<file path="src/rtl/fm_config.svh">
// FM register bank configuration
`ifndef FM_CONFIG_SVH
`define FM_CONFIG_SVH

// channel and slot counts
`define FM_NUM_CH    6
`define FM_NUM_SLOTS 24

// operator register groups, upper address nibble
`define FM_GRP_DT1_MUL 4'h3
`define FM_GRP_TL      4'h4
`define FM_GRP_KS_AR   4'h5
`define FM_GRP_AM_D1R  4'h6
`define FM_GRP_D2R     4'h7
`define FM_GRP_SL_RR   4'h8
`define FM_GRP_SSG     4'h9

// key-on and channel register addresses
`define FM_ADDR_KEYON   8'h28
`define FM_ADDR_FNUM_LO 8'hA0
`define FM_ADDR_FNUM_HI 8'hA4
`define FM_ADDR_FB_ALG  8'hB0
`define FM_ADDR_PAN_MOD 8'hB4

`endif
</file>
<file path="src/rtl/fm_pkg.sv">
// FM register bank types
`default_nettype none

package fm_pkg;

    // operator slot code, 0=op1 1=op3 2=op2 3=op4
    typedef logic [1:0] op_idx_t;
    // channel code, bit 2 selects the register bank part
    typedef logic [2:0] ch_idx_t;

    typedef struct packed {
        op_idx_t op;
        ch_idx_t ch;
    } slot_t;

    typedef logic [10:0] fnum_t;
    typedef logic [2:0]  block_t;

    typedef struct packed {
        logic [2:0] dt1;
        logic [3:0] mul;
        logic [6:0] tl;
        logic [1:0] ks;
        logic [4:0] ar;
        logic       amen;
        logic [4:0] d1r;
        logic [4:0] d2r;
        logic [3:0] sl;
        logic [3:0] rr;
        logic [3:0] ssg;
    } op_params_t;

    typedef struct packed {
        block_t     block;
        fnum_t      fnum;
        logic [2:0] fb;
        logic [2:0] alg;
        logic [1:0] rl;
        logic [1:0] ams;
        logic [2:0] pms;
    } chan_params_t;

    // one strobe per register group, then the write payload
    typedef struct packed {
        logic       dt1_mul;
        logic       tl;
        logic       ks_ar;
        logic       am_d1r;
        logic       d2r;
        logic       sl_rr;
        logic       ssg;
        logic       fnum_lo;
        logic       fb_alg;
        logic       pan_mod;
        slot_t      target;
        logic [7:0] data;
        // block and fnum high bits from the A4h write
        logic [7:0] hi_latch;
    } update_t;

    typedef enum logic [1:0] {
        seq_idle,
        seq_armed,
        seq_sweep
    } seq_state_t;

endpackage

`default_nettype wire

</file>
<file path="src/rtl/fm_reg_top.sv">
// FM register bank top level
`timescale 1ns/1ps
`default_nettype none

module fm_reg_top (
    input  wire                       clk,
    input  wire                       reset,
    input  wire                       wr,
    input  wire  [8:0]                addr,
    input  wire  [7:0]                din,
    input  wire                       csm,
    input  wire                       overflow_a,
    output wire                       busy,
    output wire fm_pkg::slot_t        slot,
    output wire                       round_start,
    output wire fm_pkg::op_params_t   op_params,
    output wire fm_pkg::chan_params_t chan_params,
    output wire                       keyon
);

    wire fm_pkg::update_t upd;
    wire                  keyon_wr;
    wire [7:0]            keyon_data;

    fm_slot_counter u_slot_counter (
        .clk         (clk),
        .reset       (reset),
        .slot        (slot),
        .round_start (round_start)
    );

    fm_write_seq u_write_seq (
        .clk         (clk),
        .reset       (reset),
        .wr          (wr),
        .addr        (addr),
        .din         (din),
        .busy        (busy),
        .upd         (upd),
        .keyon_wr    (keyon_wr),
        .keyon_data  (keyon_data),
        .round_start (round_start)
    );

    fm_op_regs u_op_regs (
        .clk       (clk),
        .reset     (reset),
        .slot      (slot),
        .upd       (upd),
        .op_params (op_params)
    );

    fm_chan_regs u_chan_regs (
        .clk         (clk),
        .reset       (reset),
        .slot        (slot),
        .upd         (upd),
        .chan_params (chan_params)
    );

    fm_keyon u_keyon (
        .clk         (clk),
        .reset       (reset),
        .csm         (csm),
        .overflow_a  (overflow_a),
        .keyon_wr    (keyon_wr),
        .keyon_data  (keyon_data),
        .slot        (slot),
        .round_start (round_start),
        .keyon       (keyon)
    );

endmodule

`default_nettype wire

</file>
<file path="src/rtl/fm_keyon.sv">
// Key-on ring
`timescale 1ns/1ps
`default_nettype none
`include "fm_config.svh"

module fm_keyon (
    input  wire                clk,
    input  wire                reset,
    input  wire                csm,
    input  wire                overflow_a,
    input  wire                keyon_wr,
    input  wire  [7:0]         keyon_data,
    input  wire fm_pkg::slot_t slot,
    input  wire                round_start,
    output logic               keyon
);

    logic [`FM_NUM_SLOTS-1:0] ring;
    logic                     head_next;
    logic                     pend_valid;
    logic                     act_valid;
    logic                     csm_pend;
    logic                     csm_act;
    fm_pkg::ch_idx_t          pend_ch;
    fm_pkg::ch_idx_t          act_ch;
    logic [3:0]               pend_mask;
    logic [3:0]               act_mask;

    // mask applied while the target channel passes the head
    assign head_next = (act_valid && (slot.ch == act_ch)) ? act_mask[slot.op] : ring[0];

    // forced key-on covers channel 2 for one round only
    assign keyon = ring[0] | (csm_act && (slot.ch == 3'd2));

    always_ff @(posedge clk) begin
        if (reset) begin
            ring       <= '0;
            pend_valid <= 1'b0;
            act_valid  <= 1'b0;
            csm_pend   <= 1'b0;
            csm_act    <= 1'b0;
        end else begin
            ring <= {head_next, ring[`FM_NUM_SLOTS-1:1]};
            if (round_start) begin
                act_valid <= pend_valid;
                csm_act   <= csm_pend;
            end
            if (keyon_wr) begin
                pend_valid <= 1'b1;
            end else if (round_start) begin
                pend_valid <= 1'b0;
            end
            if (csm && overflow_a) begin
                csm_pend <= 1'b1;
            end else if (round_start) begin
                csm_pend <= 1'b0;
            end
        end
    end

    always_ff @(posedge clk) begin
        if (keyon_wr) begin
            pend_ch <= keyon_data[2:0];
            // data bits are op1..op4, the mask is in slot order op1 op3 op2 op4
            pend_mask <= {keyon_data[7], keyon_data[5], keyon_data[6], keyon_data[4]};
        end
        if (round_start) begin
            act_ch   <= pend_ch;
            act_mask <= pend_mask;
        end
    end

endmodule

`default_nettype wire

</file>
<file path="src/rtl/fm_chan_regs.sv">
// Channel parameter ring
`timescale 1ns/1ps
`default_nettype none
`include "fm_config.svh"

module fm_chan_regs (
    input  wire                  clk,
    input  wire                  reset,
    input  wire fm_pkg::slot_t   slot,
    input  wire fm_pkg::update_t upd,
    output fm_pkg::chan_params_t chan_params
);

    // both outputs enabled after reset
    localparam fm_pkg::chan_params_t chan_reset_val = '{
        block: 3'd0,
        fnum:  11'd0,
        fb:    3'd0,
        alg:   3'd0,
        rl:    2'd3,
        ams:   2'd0,
        pms:   3'd0
    };

    fm_pkg::chan_params_t ring [0:`FM_NUM_CH-1];
    fm_pkg::chan_params_t head_next;
    logic                 hit;

    assign chan_params = ring[0];
    // channel registers are shared by all four operators
    assign hit = (upd.target.ch == slot.ch);

    always_comb begin
        head_next = ring[0];
        if (hit) begin
            if (upd.fnum_lo) begin
                // high bits and block come from the earlier A4h write
                head_next.fnum  = {upd.hi_latch[2:0], upd.data};
                head_next.block = upd.hi_latch[5:3];
            end
            if (upd.fb_alg) begin
                head_next.fb  = upd.data[5:3];
                head_next.alg = upd.data[2:0];
            end
            if (upd.pan_mod) begin
                head_next.rl  = upd.data[7:6];
                head_next.ams = upd.data[5:4];
                head_next.pms = upd.data[2:0];
            end
        end
    end

    // ring length equals the channel count so it wraps with the inner loop
    always_ff @(posedge clk) begin
        if (reset) begin
            for (int i = 0; i < `FM_NUM_CH; i++) begin
                ring[i] <= chan_reset_val;
            end
        end else begin
            for (int i = 0; i < `FM_NUM_CH - 1; i++) begin
                ring[i] <= ring[i+1];
            end
            ring[`FM_NUM_CH-1] <= head_next;
        end
    end

endmodule

`default_nettype wire

</file>
<file path="src/rtl/fm_op_regs.sv">
// Operator parameter ring
`timescale 1ns/1ps
`default_nettype none
`include "fm_config.svh"

module fm_op_regs (
    input  wire                clk,
    input  wire                reset,
    input  wire fm_pkg::slot_t   slot,
    input  wire fm_pkg::update_t upd,
    output fm_pkg::op_params_t op_params
);

    fm_pkg::op_params_t ring [0:`FM_NUM_SLOTS-1];
    fm_pkg::op_params_t head_next;
    logic               hit;

    // entry 0 always belongs to the slot on the counter
    assign op_params = ring[0];
    assign hit       = (upd.target == slot);

    always_comb begin
        head_next = ring[0];
        if (hit) begin
            if (upd.dt1_mul) begin
                head_next.dt1 = upd.data[6:4];
                head_next.mul = upd.data[3:0];
            end
            if (upd.tl) begin
                head_next.tl = upd.data[6:0];
            end
            if (upd.ks_ar) begin
                head_next.ks = upd.data[7:6];
                head_next.ar = upd.data[4:0];
            end
            if (upd.am_d1r) begin
                head_next.amen = upd.data[7];
                head_next.d1r  = upd.data[4:0];
            end
            if (upd.d2r) begin
                head_next.d2r = upd.data[4:0];
            end
            if (upd.sl_rr) begin
                head_next.sl = upd.data[7:4];
                head_next.rr = upd.data[3:0];
            end
            if (upd.ssg) begin
                head_next.ssg = upd.data[3:0];
            end
        end
    end

    // head goes back in at the tail, one full round later it is at the head again
    always_ff @(posedge clk) begin
        if (reset) begin
            for (int i = 0; i < `FM_NUM_SLOTS; i++) begin
                ring[i] <= '0;
            end
        end else begin
            for (int i = 0; i < `FM_NUM_SLOTS - 1; i++) begin
                ring[i] <= ring[i+1];
            end
            ring[`FM_NUM_SLOTS-1] <= head_next;
        end
    end

endmodule

`default_nettype wire

</file>
<file path="src/rtl/fm_write_seq.sv">
// Host write sequencer
`timescale 1ns/1ps
`default_nettype none
`include "fm_config.svh"

module fm_write_seq (
    input  wire             clk,
    input  wire             reset,
    input  wire             wr,
    input  wire  [8:0]      addr,
    input  wire  [7:0]      din,
    output logic            busy,
    output fm_pkg::update_t upd,
    output logic            keyon_wr,
    output logic [7:0]      keyon_data,
    input  wire             round_start
);

    fm_pkg::seq_state_t state;
    fm_pkg::slot_t      dec_target;
    logic [9:0]         dec_strobes;
    logic [9:0]         pend;
    logic [9:0]         strobes;
    logic               accept;
    logic               is_key;
    logic               is_hi;

    assign accept = wr && (state == fm_pkg::seq_idle);
    assign busy   = (state != fm_pkg::seq_idle);
    assign is_key = (addr[7:0] == `FM_ADDR_KEYON);
    assign is_hi  = ({addr[7:2], 2'b00} == `FM_ADDR_FNUM_HI);

    // operator offset 0/4/8/C lines up with the slot op code
    assign dec_target.op = addr[3:2];
    assign dec_target.ch = {addr[8], addr[1:0]};

    always_comb begin
        dec_strobes = '0;
        case (addr[7:4])
            `FM_GRP_DT1_MUL: dec_strobes[9] = 1'b1;
            `FM_GRP_TL:      dec_strobes[8] = 1'b1;
            `FM_GRP_KS_AR:   dec_strobes[7] = 1'b1;
            `FM_GRP_AM_D1R:  dec_strobes[6] = 1'b1;
            `FM_GRP_D2R:     dec_strobes[5] = 1'b1;
            `FM_GRP_SL_RR:   dec_strobes[4] = 1'b1;
            `FM_GRP_SSG:     dec_strobes[3] = 1'b1;
            default: begin
                dec_strobes[2] = ({addr[7:2], 2'b00} == `FM_ADDR_FNUM_LO);
                dec_strobes[1] = ({addr[7:2], 2'b00} == `FM_ADDR_FB_ALG);
                dec_strobes[0] = ({addr[7:2], 2'b00} == `FM_ADDR_PAN_MOD);
            end
        endcase
    end

    assign strobes = {upd.dt1_mul, upd.tl, upd.ks_ar, upd.am_d1r, upd.d2r,
                      upd.sl_rr, upd.ssg, upd.fnum_lo, upd.fb_alg, upd.pan_mod};

    always_ff @(posedge clk) begin
        if (reset) begin
            state    <= fm_pkg::seq_idle;
            upd      <= '0;
            keyon_wr <= 1'b0;
        end else begin
            keyon_wr <= accept && is_key;
            case (state)
                fm_pkg::seq_idle: begin
                    if (accept && is_hi) begin
                        upd.hi_latch <= din;
                    end else if (accept && !is_key) begin
                        upd.target <= dec_target;
                        upd.data   <= din;
                        state      <= fm_pkg::seq_armed;
                    end
                end
                fm_pkg::seq_armed: begin
                    if (round_start) begin
                        {upd.dt1_mul, upd.tl, upd.ks_ar, upd.am_d1r, upd.d2r,
                         upd.sl_rr, upd.ssg, upd.fnum_lo, upd.fb_alg,
                         upd.pan_mod} <= pend;
                        state <= fm_pkg::seq_sweep;
                    end
                end
                default: begin
                    // a full round has passed the heads
                    if (round_start) begin
                        {upd.dt1_mul, upd.tl, upd.ks_ar, upd.am_d1r, upd.d2r,
                         upd.sl_rr, upd.ssg, upd.fnum_lo, upd.fb_alg,
                         upd.pan_mod} <= '0;
                        state <= fm_pkg::seq_idle;
                    end
                end
            endcase
        end
    end

    always_ff @(posedge clk) begin
        if (accept) begin
            pend       <= dec_strobes;
            keyon_data <= din;
        end
    end

    a_one_strobe: assert property (
        @(posedge clk) disable iff (reset)
        $onehot0(strobes)
    );

endmodule

`default_nettype wire

</file>
<file path="src/rtl/fm_slot_counter.sv">
// Operator slot counter
`timescale 1ns/1ps
`default_nettype none
`include "fm_config.svh"

module fm_slot_counter (
    input  wire           clk,
    input  wire           reset,
    output fm_pkg::slot_t slot,
    output logic          round_start
);

    fm_pkg::slot_t slot_next;

    // channel is the inner loop: 0 1 2 4 5 6, then the next operator
    always_comb begin
        slot_next = slot;
        if (slot.ch == 3'd6) begin
            slot_next.ch = 3'd0;
            slot_next.op = slot.op + 2'd1;
        end else if (slot.ch[1:0] == 2'd2) begin
            slot_next.ch = slot.ch + 3'd2;
        end else begin
            slot_next.ch = slot.ch + 3'd1;
        end
    end

    always_ff @(posedge clk) begin
        if (reset) begin
            slot <= '0;
        end else begin
            slot <= slot_next;
        end
    end

    // first slot of the round is op1 of channel 0
    assign round_start = (slot.op == 2'd0) && (slot.ch == 3'd0);

    // unused channel codes never reach the ring heads
    a_ch_code_valid: assert property (
        @(posedge clk) disable iff (reset)
        slot.ch[1:0] != 2'b11
    );

    // one round is exactly the slot count long
    a_round_period: assert property (
        @(posedge clk) disable iff (reset)
        round_start |=> !round_start [* (`FM_NUM_SLOTS - 1)] ##1 round_start
    );

endmodule

`default_nettype wire

</file>
<file path="config.mk">
export PLATFORM = sky130hd
export DESIGN_NAME = fm_reg_top
export DESIGN_NICKNAME = d
export VERILOG_FILES = /design/src/rtl/fm_pkg.sv /design/src/rtl/fm_reg_top.sv /design/src/rtl/fm_keyon.sv /design/src/rtl/fm_chan_regs.sv /design/src/rtl/fm_op_regs.sv /design/src/rtl/fm_write_seq.sv /design/src/rtl/fm_slot_counter.sv
export VERILOG_INCLUDE_DIRS = /design/src /design/src/rtl
export SDC_FILE = /design/constraint.sdc
export NUM_CORES = 1
export LEC_CHECK = 0
export BUFFER_PORTS_ARGS = -buffer_cell sky130_fd_sc_hd__buf_2
export CORE_MARGIN = 2
export CORE_UTILIZATION = 44
export CTS_BUF_LIST = sky130_fd_sc_hd__clkbuf_16
export DETAILED_ROUTE_END_ITERATION = 12
export PLACE_DENSITY = 0.64
export SETUP_SLACK_MARGIN = 0.2
export SYNTH_ARGS = -nofsm -noshare
export SYNTH_HDL_FRONTEND = slang
export SYNTH_HIERARCHICAL = 1
export SYNTH_SLANG_ARGS = --single-unit
</file>
<file path="constraint.sdc">
create_clock -name clk -period 3.5 [get_ports clk]
set_clock_uncertainty 0.15 [all_clocks]
set_input_delay 0.525 -clock clk [delete_from_list [all_inputs] [get_ports clk]]
set_output_delay 0.525 -clock clk [all_outputs]
set_load 0.05 [all_outputs]
</file>
After elaboration in Yosys (flattened, before gate mapping)
Memory sizes are Yosys's and may differ from the RTL's.
Index checks and enable logic that the tools add are counted.
{"block": "word_totals", "register_bits": 97, "latchBits": 0, "mem_bits_rw": 1218, "rom_bits": 0, "output_inout_bits": 79, "n_memories": 2}
{"name": "u_op_regs.ring", "depth": 24, "width": 44, "rd": 24, "rd_ports_with_merged_regs": 0, "wr": 24, "line_no": "fm_op_regs.sv:14", "source": "fm_pkg::op_params_t ring [0:`FM_NUM_SLOTS-1];"}
{"name": "u_chan_regs.ring", "depth": 6, "width": 27, "rd": 6, "rd_ports_with_merged_regs": 0, "wr": 6, "line_no": "fm_chan_regs.sv:25", "source": "fm_pkg::chan_params_t ring [0:`FM_NUM_CH-1];"}
{"block": "op_classes", "n_addsub": 3, "mul": 0, "n_div": 0, "order_cmp": 1, "eq_ne": 22, "shifts": 0, "mux": 67, "n_bitwise": 33, "n_reduce_logical": 22}
{"operator": "two-way mux 44 bit", "n": 25}
{"operator": "two-way mux 27 bit", "n": 7}
{"operator": "bitwise OR 1 bit", "n": 31}
{"operator": "two-way mux 7 bit", "n": 4}
{"operator": "equality test 6 bit (second input constant)", "n": 4}
{"operator": "two-way mux 10 bit", "n": 2}
{"operator": "one-hot mux 10 bit (2 select lines)", "n": 1}
{"operator": "equality test 4 x 3 -> 1 bit (second input constant)", "n": 4}
{"operator": "two-way mux 1 bit", "n": 15}
{"operator": "two-way mux 14 bit", "n": 1}
{"operator": "two-way mux 6 bit", "n": 2}
{"operator": "equality test 4 bit (second input constant)", "n": 2}
{"operator": "equality test 8 x 6 -> 1 bit (second input constant)", "n": 1}
{"operator": "logical AND 1 bit", "n": 8}
{"operator": "two-way mux 2 bit", "n": 4}
{"operator": "two-way mux 8 bit", "n": 1}
{"operator": "nonzero test 2 bit", "n": 4}
{"operator": "OR reduction 7 bit", "n": 1}
{"operator": "equality test 3 bit", "n": 2}
{"operator": "inequality test 2 bit (second input constant)", "n": 3}
{"operator": "equality test 5 bit", "n": 1}
{"operator": "two-way mux 5 bit", "n": 1}
{"operator": "equality test 4 x 2 -> 1 bit (second input constant)", "n": 1}
{"operator": "logical NOT 2 bit", "n": 2}
{"operator": "19 further kinds", "n": 21}

Depth between registers and ports, before layout
Gate-level depths: netlist of run 1.
{"block": "depth", "depth_word": 6, "mapped_depth": 8, "depth_no_buf": 7}

Cells and area by module
Netlist of run 1, hierarchy kept.
{"module": "fm_op_regs", "instances": 1, "cells_per_inst": 2341, "area_per_inst_um2": 29150.5}
{"module": "fm_chan_regs", "instances": 1, "cells_per_inst": 395, "area_per_inst_um2": 4802.1}
{"module": "fm_write_seq", "instances": 1, "cells_per_inst": 195, "area_per_inst_um2": 2034.5}
{"module": "fm_keyon", "instances": 1, "cells_per_inst": 90, "area_per_inst_um2": 1303.8}
{"module": "fm_slot_counter", "instances": 1, "cells_per_inst": 20, "area_per_inst_um2": 215.2}

Worst setup path before layout of run 1
Ideal clock, no wire load.
{"block": "synth_timing", "kind": "flip-flop to flip-flop", "start": "register, netlist name u_slot_counter/slot[3]", "end": "register, netlist name u_write_seq/upd[29]", "setup_ns": 0.065, "arrival_ns": 4.758, "t_required_ns": 3.285, "slack_ns": -1.473, "path_stages_with_launch": 9, "period_less_slack_ns": 4.973, "cell_sequence": "dfxtp_1 inv_1 ha_1 nor4b_1 buf_2 clkinv_1 nor3b_1 a22oi_1 nor2_1"}
{"block": "synth_via", "elab_chain_cells": 3}
{"element": "logical NOT 2 bit", "line_no": "fm_slot_counter.sv:37", "source": "assign round_start = (slot.op == 2'd0) && (slot.ch == 3'd0);"}
{"element": "logical AND 1 bit", "line_no": "fm_slot_counter.sv:37"}
{"element": "via round_start", "line_no": "fm_reg_top.sv:15", "source": "output wire round_start,"}
{"element": "AND reduction 2 bit (no line)"}
The timed path passes the listed nets, and every way through them passes these cells.
A chain may end at the register's enable or synchronous reset.

Final worst setup path of run 1
{"block": "layout_timing", "start": "register, netlist name u_slot_counter/slot[1]", "end": "output port round_start"}
{"block": "layout_via", "elab_chain_cells": 2}
{"element": "logical NOT 3 bit", "line_no": "fm_slot_counter.sv:37"}
{"element": "logical AND 1 bit", "line_no": "fm_slot_counter.sv:37"}
{"element": "end: declaration", "line_no": "fm_reg_top.sv:15"}
Every way passes these cells.

==> results of run 1 <==
[placed cells by master, fill, tap and decap left out, types with 3 or more instances in the layout]
| cell | count |
|---|---|
| bufinv_16 | 12 |
| buf_2 | 99 |
| nor2b_1 | 1161 |
| nor2_1 | 34 |
| nor3_1 | 4 |
| clkinvlp_4 | 3 |
| a21oi_1 | 18 |
| inv_1 | 32 |
| or2_1 | 10 |
| xor2_1 | 5 |
| xnor2_1 | 4 |
| clkinv_2 | 27 |
| a22oi_1 | 3 |
| mux2i_1 | 92 |
| clkinv_16 | 5 |
| nand3_1 | 9 |
| clkbuf_16 | 118 |
| nor4_1 | 3 |
| clkinv_1 | 28 |
| dfxtp_1 | 1283 |
| nand2b_1 | 105 |
| nand3_2 | 5 |
| xnor2_2 | 3 |
| edfxtp_1 | 31 |
| buf_12 | 10 |
| nand2_1 | 28 |
| buf_4 | 10 |
| dlygate4sd3_1 | 16 |
[state kept, by name, indices dropped and copies added, names as in the netlist, 2 cells and up]
| register | count |
|---|---|
| u_chan_regs/ring | 162 |
| u_keyon/act_ch | 3 |
| u_keyon/act_mask | 4 |
| u_keyon/pend_ch | 3 |
| u_keyon/pend_mask | 4 |
| u_keyon/ring | 24 |
| u_op_regs/ring | 1056 |
| u_slot_counter/slot | 5 |
| u_write_seq/keyon_data | 7 |
| u_write_seq/pend | 10 |
| u_write_seq/state | 2 |
| u_write_seq/upd | 29 |
[report_power, final]
part           switching, mW  total, mW  internal [mW]  leakage (nW)
logic                  0.423      0.597          0.174          4.48
registers             0.0672       15.1           15.1          10.6
clock network           5.40       12.4           7.04          1.99
total                   5.89       28.2           22.3          17.1
[timing repair]
action,CTS,global route
hold buffers,16,0
endpoints found under the setup margin,0,0
buffers inserted,0,0
endpoints found under the hold margin,28,0
[stage by stage]
stage	cell area (µm²)	setup slack, ns	cells
global placement	38700	1.04	4090
finish	42700	0.799	4325
detailed placement	38700	0.969	4090
CTS	42700	0.746	4325
floorplan	37400	0.526	3034
global route	42700	0.687	4325
[worst paths after layout]
| kind | from | to | cells past startpoint |
|---|---|---|---|
| max | u_slot_counter/slot[1] | round_start | 3 |
| min | addr[6] | u_write_seq/pend[9] | 2 |
| max reg2reg | u_write_seq/state[0] | u_write_seq/state[0] | 4 |
| min reg2reg | u_op_regs/ring[1][218] | u_op_regs/ring[1][174] | 1 |
[cell type report]
type                            count  share of cell area, %
Multi-Input combinational cell   1514                   23.0
Clock inverter                    101                   2.08
Timing Repair Buffer              136                   2.22
Sequential cell                  1314                   62.4
Clock buffer                      118                   6.92
Tap cell                         1134                   3.32
Inverter                            8                 0.0704
[critical path: cells and delay by family (launching register included)]
kind	cells	cell delay, ns
flip-flops	1	0.51
buffers and inverters	2	0.50
AND/OR/NAND/NOR	1	0.35
[per-layer routing]
metal	up-vias	share of wire (%)	global-route usage (%)
li1	9380	-	-
met1	8741	50	19.0
met2	236	43	20.7
met3	118	3.5	2.61
met4	0	2.8	4.67
met5	-	0	0
==> flow_summary.json, run 1 <==
{
  "finalPower_mw": 28.2,
  "clock-sinks": 1314,
  "ctsHtreeMaxLevel": 3,
  "rsz0062_at_grt": "no",
  "ff2ff_setup_slack_ns": 0.95,
  "insertion_delay_ns": 0.70,
  "final_util_pct": 50.8,
  "rows": 106,
  "hpwl_um": 34400,
  "syn_area_um2": 37400,
  "drive_gt1_share_pct": 9.65,
  "setup.worst_path.end_class": "primary output",
  "ios": 101,
  "clkTransAtPathRegs_ns": 0.06,
  "die_area_um2": 87400,
  "status": "complete, no violations",
  "hold_path_class": "primary input to flop",
  "die_y_um": 296,
  "p_leak_nw": 17.1,
  "port_buffers": 100,
  "grt_pass1_wl_um": 95400,
  "routed_wl_um": 58500,
  "min_period_ns": 2.70,
  "timing_hold_violations_final": 0,
  "path_cells": "nor4b_4 -> buf_4 -> buf_2",
  "whs_ns": 0.0447,
  "critPathLaunchType": "flop",
  "crit_fanout": 10,
  "multiInputGateArea_um2": 9830,
  "drtPass1Iterations": 5,
  "worstPathRequired_ns": 2.82,
  "drc": 0,
  "cts-buffers-inserted": 117,
  "placeableCoreArea_um2": 84000,
  "final_nets": 3114,
  "power_density_nw_per_um2": 660,
  "cts_tree": "done",
  "yosys_warnings": 6,
  "grt_usage_pct": 13.5,
  "fmax_ghz": 0.370,
  "syn_nets": 3057,
  "detail-route-antenna-nets": 0,
  "viasPerCell": 4.27,
  "grt_pass1_vias": 18500,
  "slew_viol_final": 0,
  "area_delta_synth_final_pct": 14.1,
  "drt_first_iter_violations": 792,
  "critPathKind": "flop to primary output",
  "cp.arrival_ns": 2.03,
  "synthCells": 3034,
  "slew_headroom_pct": 43.7,
  "finalCritPeriodShare_pct": 77.2,
  "die_x_um": 296,
  "n_antenna_cell": 0,
  "setup-violations-final": 0,
  "wire_per_inst_um": 13.5,
  "cts-resized-gates": 0,
  "ir_drop_uv": 484,
  "syn_area_per_cell_um2": 12.3,
  "initial_utilization_pct": 44.6,
  "fin_setup_tns_ns": 0,
  "cap_viol_max_count": 0,
  "grt_max_degree": 140,
  "antenna_found_initial": 3,
  "n_fill_cell": 7196,
  "cts_buffer_depth": 3,
  "gp_congestion": 0.838,
  "num_vias": 18500,
  "root_buffer": "clkbuf_16",
  "max_stage_delay_ns": 0.51,
  "register_area_um2": 26600,
  "worstMarginPinSlew_ns": 0.844,
  "slowest_stage": "dfxtp_1",
  "grt_overflow": 0
}
Note: power is estimated with default switching activity, not from simulation.
==> run 2, diff against run 1 <==
Clock period 3.5 ns to 2.8 ns, I/O delays scaled along.
==> flow_summary.json, run 2 (synthesized netlist as in run 1, its figures left out) <==
{
  "crit_fanout": 2,
  "worstReg2RegStart": "u_slot_counter/slot[3]",
  "status": "complete, no violations",
  "grt_pass1_vias": 18400,
  "die_area_um2": 87400,
  "grt_overflow": 0,
  "die_y_um": 296,
  "final_nets": 3141,
  "final_area_um2": 43100,
  "layout_commonest_cell": "dfxtp_1",
  "setup.worst_path.end_class": "flop",
  "detail-route-antenna-nets": 0,
  "cts_tree": "done",
  "insertion_delay_ns": 0.67,
  "ctsHtreeMaxLevel": 3,
  "p_seq_share_pct": 53.4,
  "viasPerCell": 4.26,
  "crit_family": "buffers and inverters",
  "final_cell_mix": "1278 x dfxtp_1, 1161 x nor2b_1, 121 x clkbuf_16",
  "routed_wl_um": 58200,
  "hpwl_um": 35300,
  "num_vias": 18500,
  "crit_start": "addr[0]",
  "cts-buffers-inserted": 117,
  "port_buffers": 100,
  "area_delta_synth_final_pct": 15.1,
  "max_stage_delay_ns": 0.59,
  "slew_headroom_pct": 49.0,
  "regMostFlops": "u_op_regs/ring",
  "holdCritStartpoint": "u_op_regs/ring[0][217]",
  "share_comb_of_total_power_pct": 2.2,
  "worstPathRequired_ns": 3.27,
  "switching_share_pct": 20.6,
  "p_int_mw": 28.2,
  "net-switching-power_mw": 7.29,
  "wire_per_inst_um": 13.4,
  "fmax_ghz": 0.388,
  "min_period_ns": 2.58,
  "n_fill_cell": 7141,
  "slowest_stage": "dlygate4sd3_1",
  "placeableCoreArea_um2": 84000,
  "path_cells": "dlygate4sd3_1 -> buf_2 -> nor4b_2 -> nand2_1 -> dlygate4sd3_1 -> nor4_1 -> dlygate4sd3_1",
  "fin_setup_tns_ns": 0,
  "gp_congestion": 0.845,
  "cp.arrival_ns": 3.04,
  "largest_reg_flops": 1056,
  "setup-violations-final": 0,
  "clock-sinks": 1314,
  "cts_setup_buffers": 0,
  "antenna_found_initial": 1,
  "timing_hold_violations_final": 0,
  "worstMarginPinSlew_ns": 0.765,
  "n_antenna_cell": 0,
  "grt_pass1_wl_um": 94800,
  "drc": 0,
  "biggestRegsByFlops": "u_op_regs/ring x1056, u_chan_regs/ring x162, u_write_seq/upd x29",
  "grt_max_degree": 118,
  "p_leak_nw": 17.3,
  "place_area_um2": 38900,
  "rsz0062_at_grt": "no",
  "critPathBufInv": 4,
  "cts_buffer_depth": 3,
  "hold_path_class": "flop to flop",
  "ios": 101,
  "cap_viol_max_count": 0,
  "slew_viol_final": 0,
  "root_buffer": "clkbuf_16",
  "clkTransAtPathRegs_ns": 0.06,
  "power_density_nw_per_um2": 823,
  "ir_drop_uv": 578,
  "die_x_um": 296,
  "power_frac_clock_pct": 44.3,
  "path_common_cell": "dlygate4sd3_1",
  "finalCritPeriodShare_pct": 92.0,
  "initial_utilization_pct": 44.6,
  "drtPass1Iterations": 5,
  "grt_usage_pct": 13.4,
  "critPathKind": "primary input to flop",
  "drive_gt1_share_pct": 10.6,
  "rows": 106,
  "critPathLaunchType": "primary input",
  "drt_first_iter_violations": 815
}
run 2: changes by cell type in the layout (fill, tap and decap cells not counted), sizes merged:
cell and delta:
buf +20, bufinv +1, clkbuf +3, clkinv +3
clkinvlp -1, dlygate4sd3 +7, inv -7
run 2: final timing paths:
path	endpoint	slack, ns	cells past startpoint
worst min register to register	u_op_regs/ring[0][173]	0.24	1
worst max register to register	u_keyon/csm_pend	0.55	8
worst min-delay path	u_op_regs/ring[0][173]	0.24	1
worst max-delay path	u_write_seq/keyon_wr	0.22	7
run 2: what timing repair did:
item	CTS	global route
setup endpoints to repair	1	1
gates resized for setup	1	1
hold buffers	23	0
endpoints found under the hold margin	47	0
run 2: worst register-to-register path, delay by kind of cell (launching register included):
family	cells	cell delay, ns
buffers and inverters	4	0.92
adders and majority gates	1	0.14
AOI/OAI and AO/OA	1	0.21
DFF	1	0.37
and+or+nand+nor	2	0.33
run 2: cell type report:
class / count / area, µm² / area share (%)
clock buffers: 121 / 3030 / 7.03
inverters: 8 / 31.3 / 0.0726
clock inverters: 97 / 856 / 1.99
well taps: 1134 / 1420 / 3.29
flip-flops and latches: 1314 / 26600 / 61.8
repair buffers: 163 / 1270 / 2.96
multi-input cells: 1514 / 9830 / 22.8
run 2: power by group through the flow:
| stage | clock [mW] | sequential, mW | combinational (mW) |
|---|---|---|---|
| after floorplan | 0 | 19.3 | 0.549 |
| after global placement | 0 | 19.3 | 0.750 |
| after detailed placement | 0 | 19.4 | 0.769 |
| after CTS | 16.1 | 18.9 | 0.795 |
| after global routing | 17.0 | 18.9 | 0.865 |
| final | 15.7 | 18.9 | 0.791 |
run 2: metal layers:
| metal | track usage, % | routed length, µm | up-vias |
|---|---|---|---|
| met3 | 2.71 | 2150 | 106 |
| met4 | 4.16 | 1330 | 0 |
| met2 | 21.2 | 25500 | 257 |
| met5 | 0 | 0 | - |
| met1 | 18.4 | 29200 | 8727 |
| li1 | - | - | 9434 |
run 2: through the flow:
step / hold WS (ns) / power (mW) / std cells / util (%) / setup WS, ns
detailed placement: 0.245 / 20.1 / 4110 / 46.4 / 0.661
finish: 0.237 / 35.4 / 4351 / 51.3 / 0.223
CTS: 0.203 / 35.9 / 4351 / 51.3 / 0.233
global route: 0.229 / 36.8 / 4351 / 51.3 / 0.200
global placement: 0.237 / 20.1 / 4110 / 46.4 / 0.764
floorplan: 0.233 / 19.9 / 3034 / - / 0.209
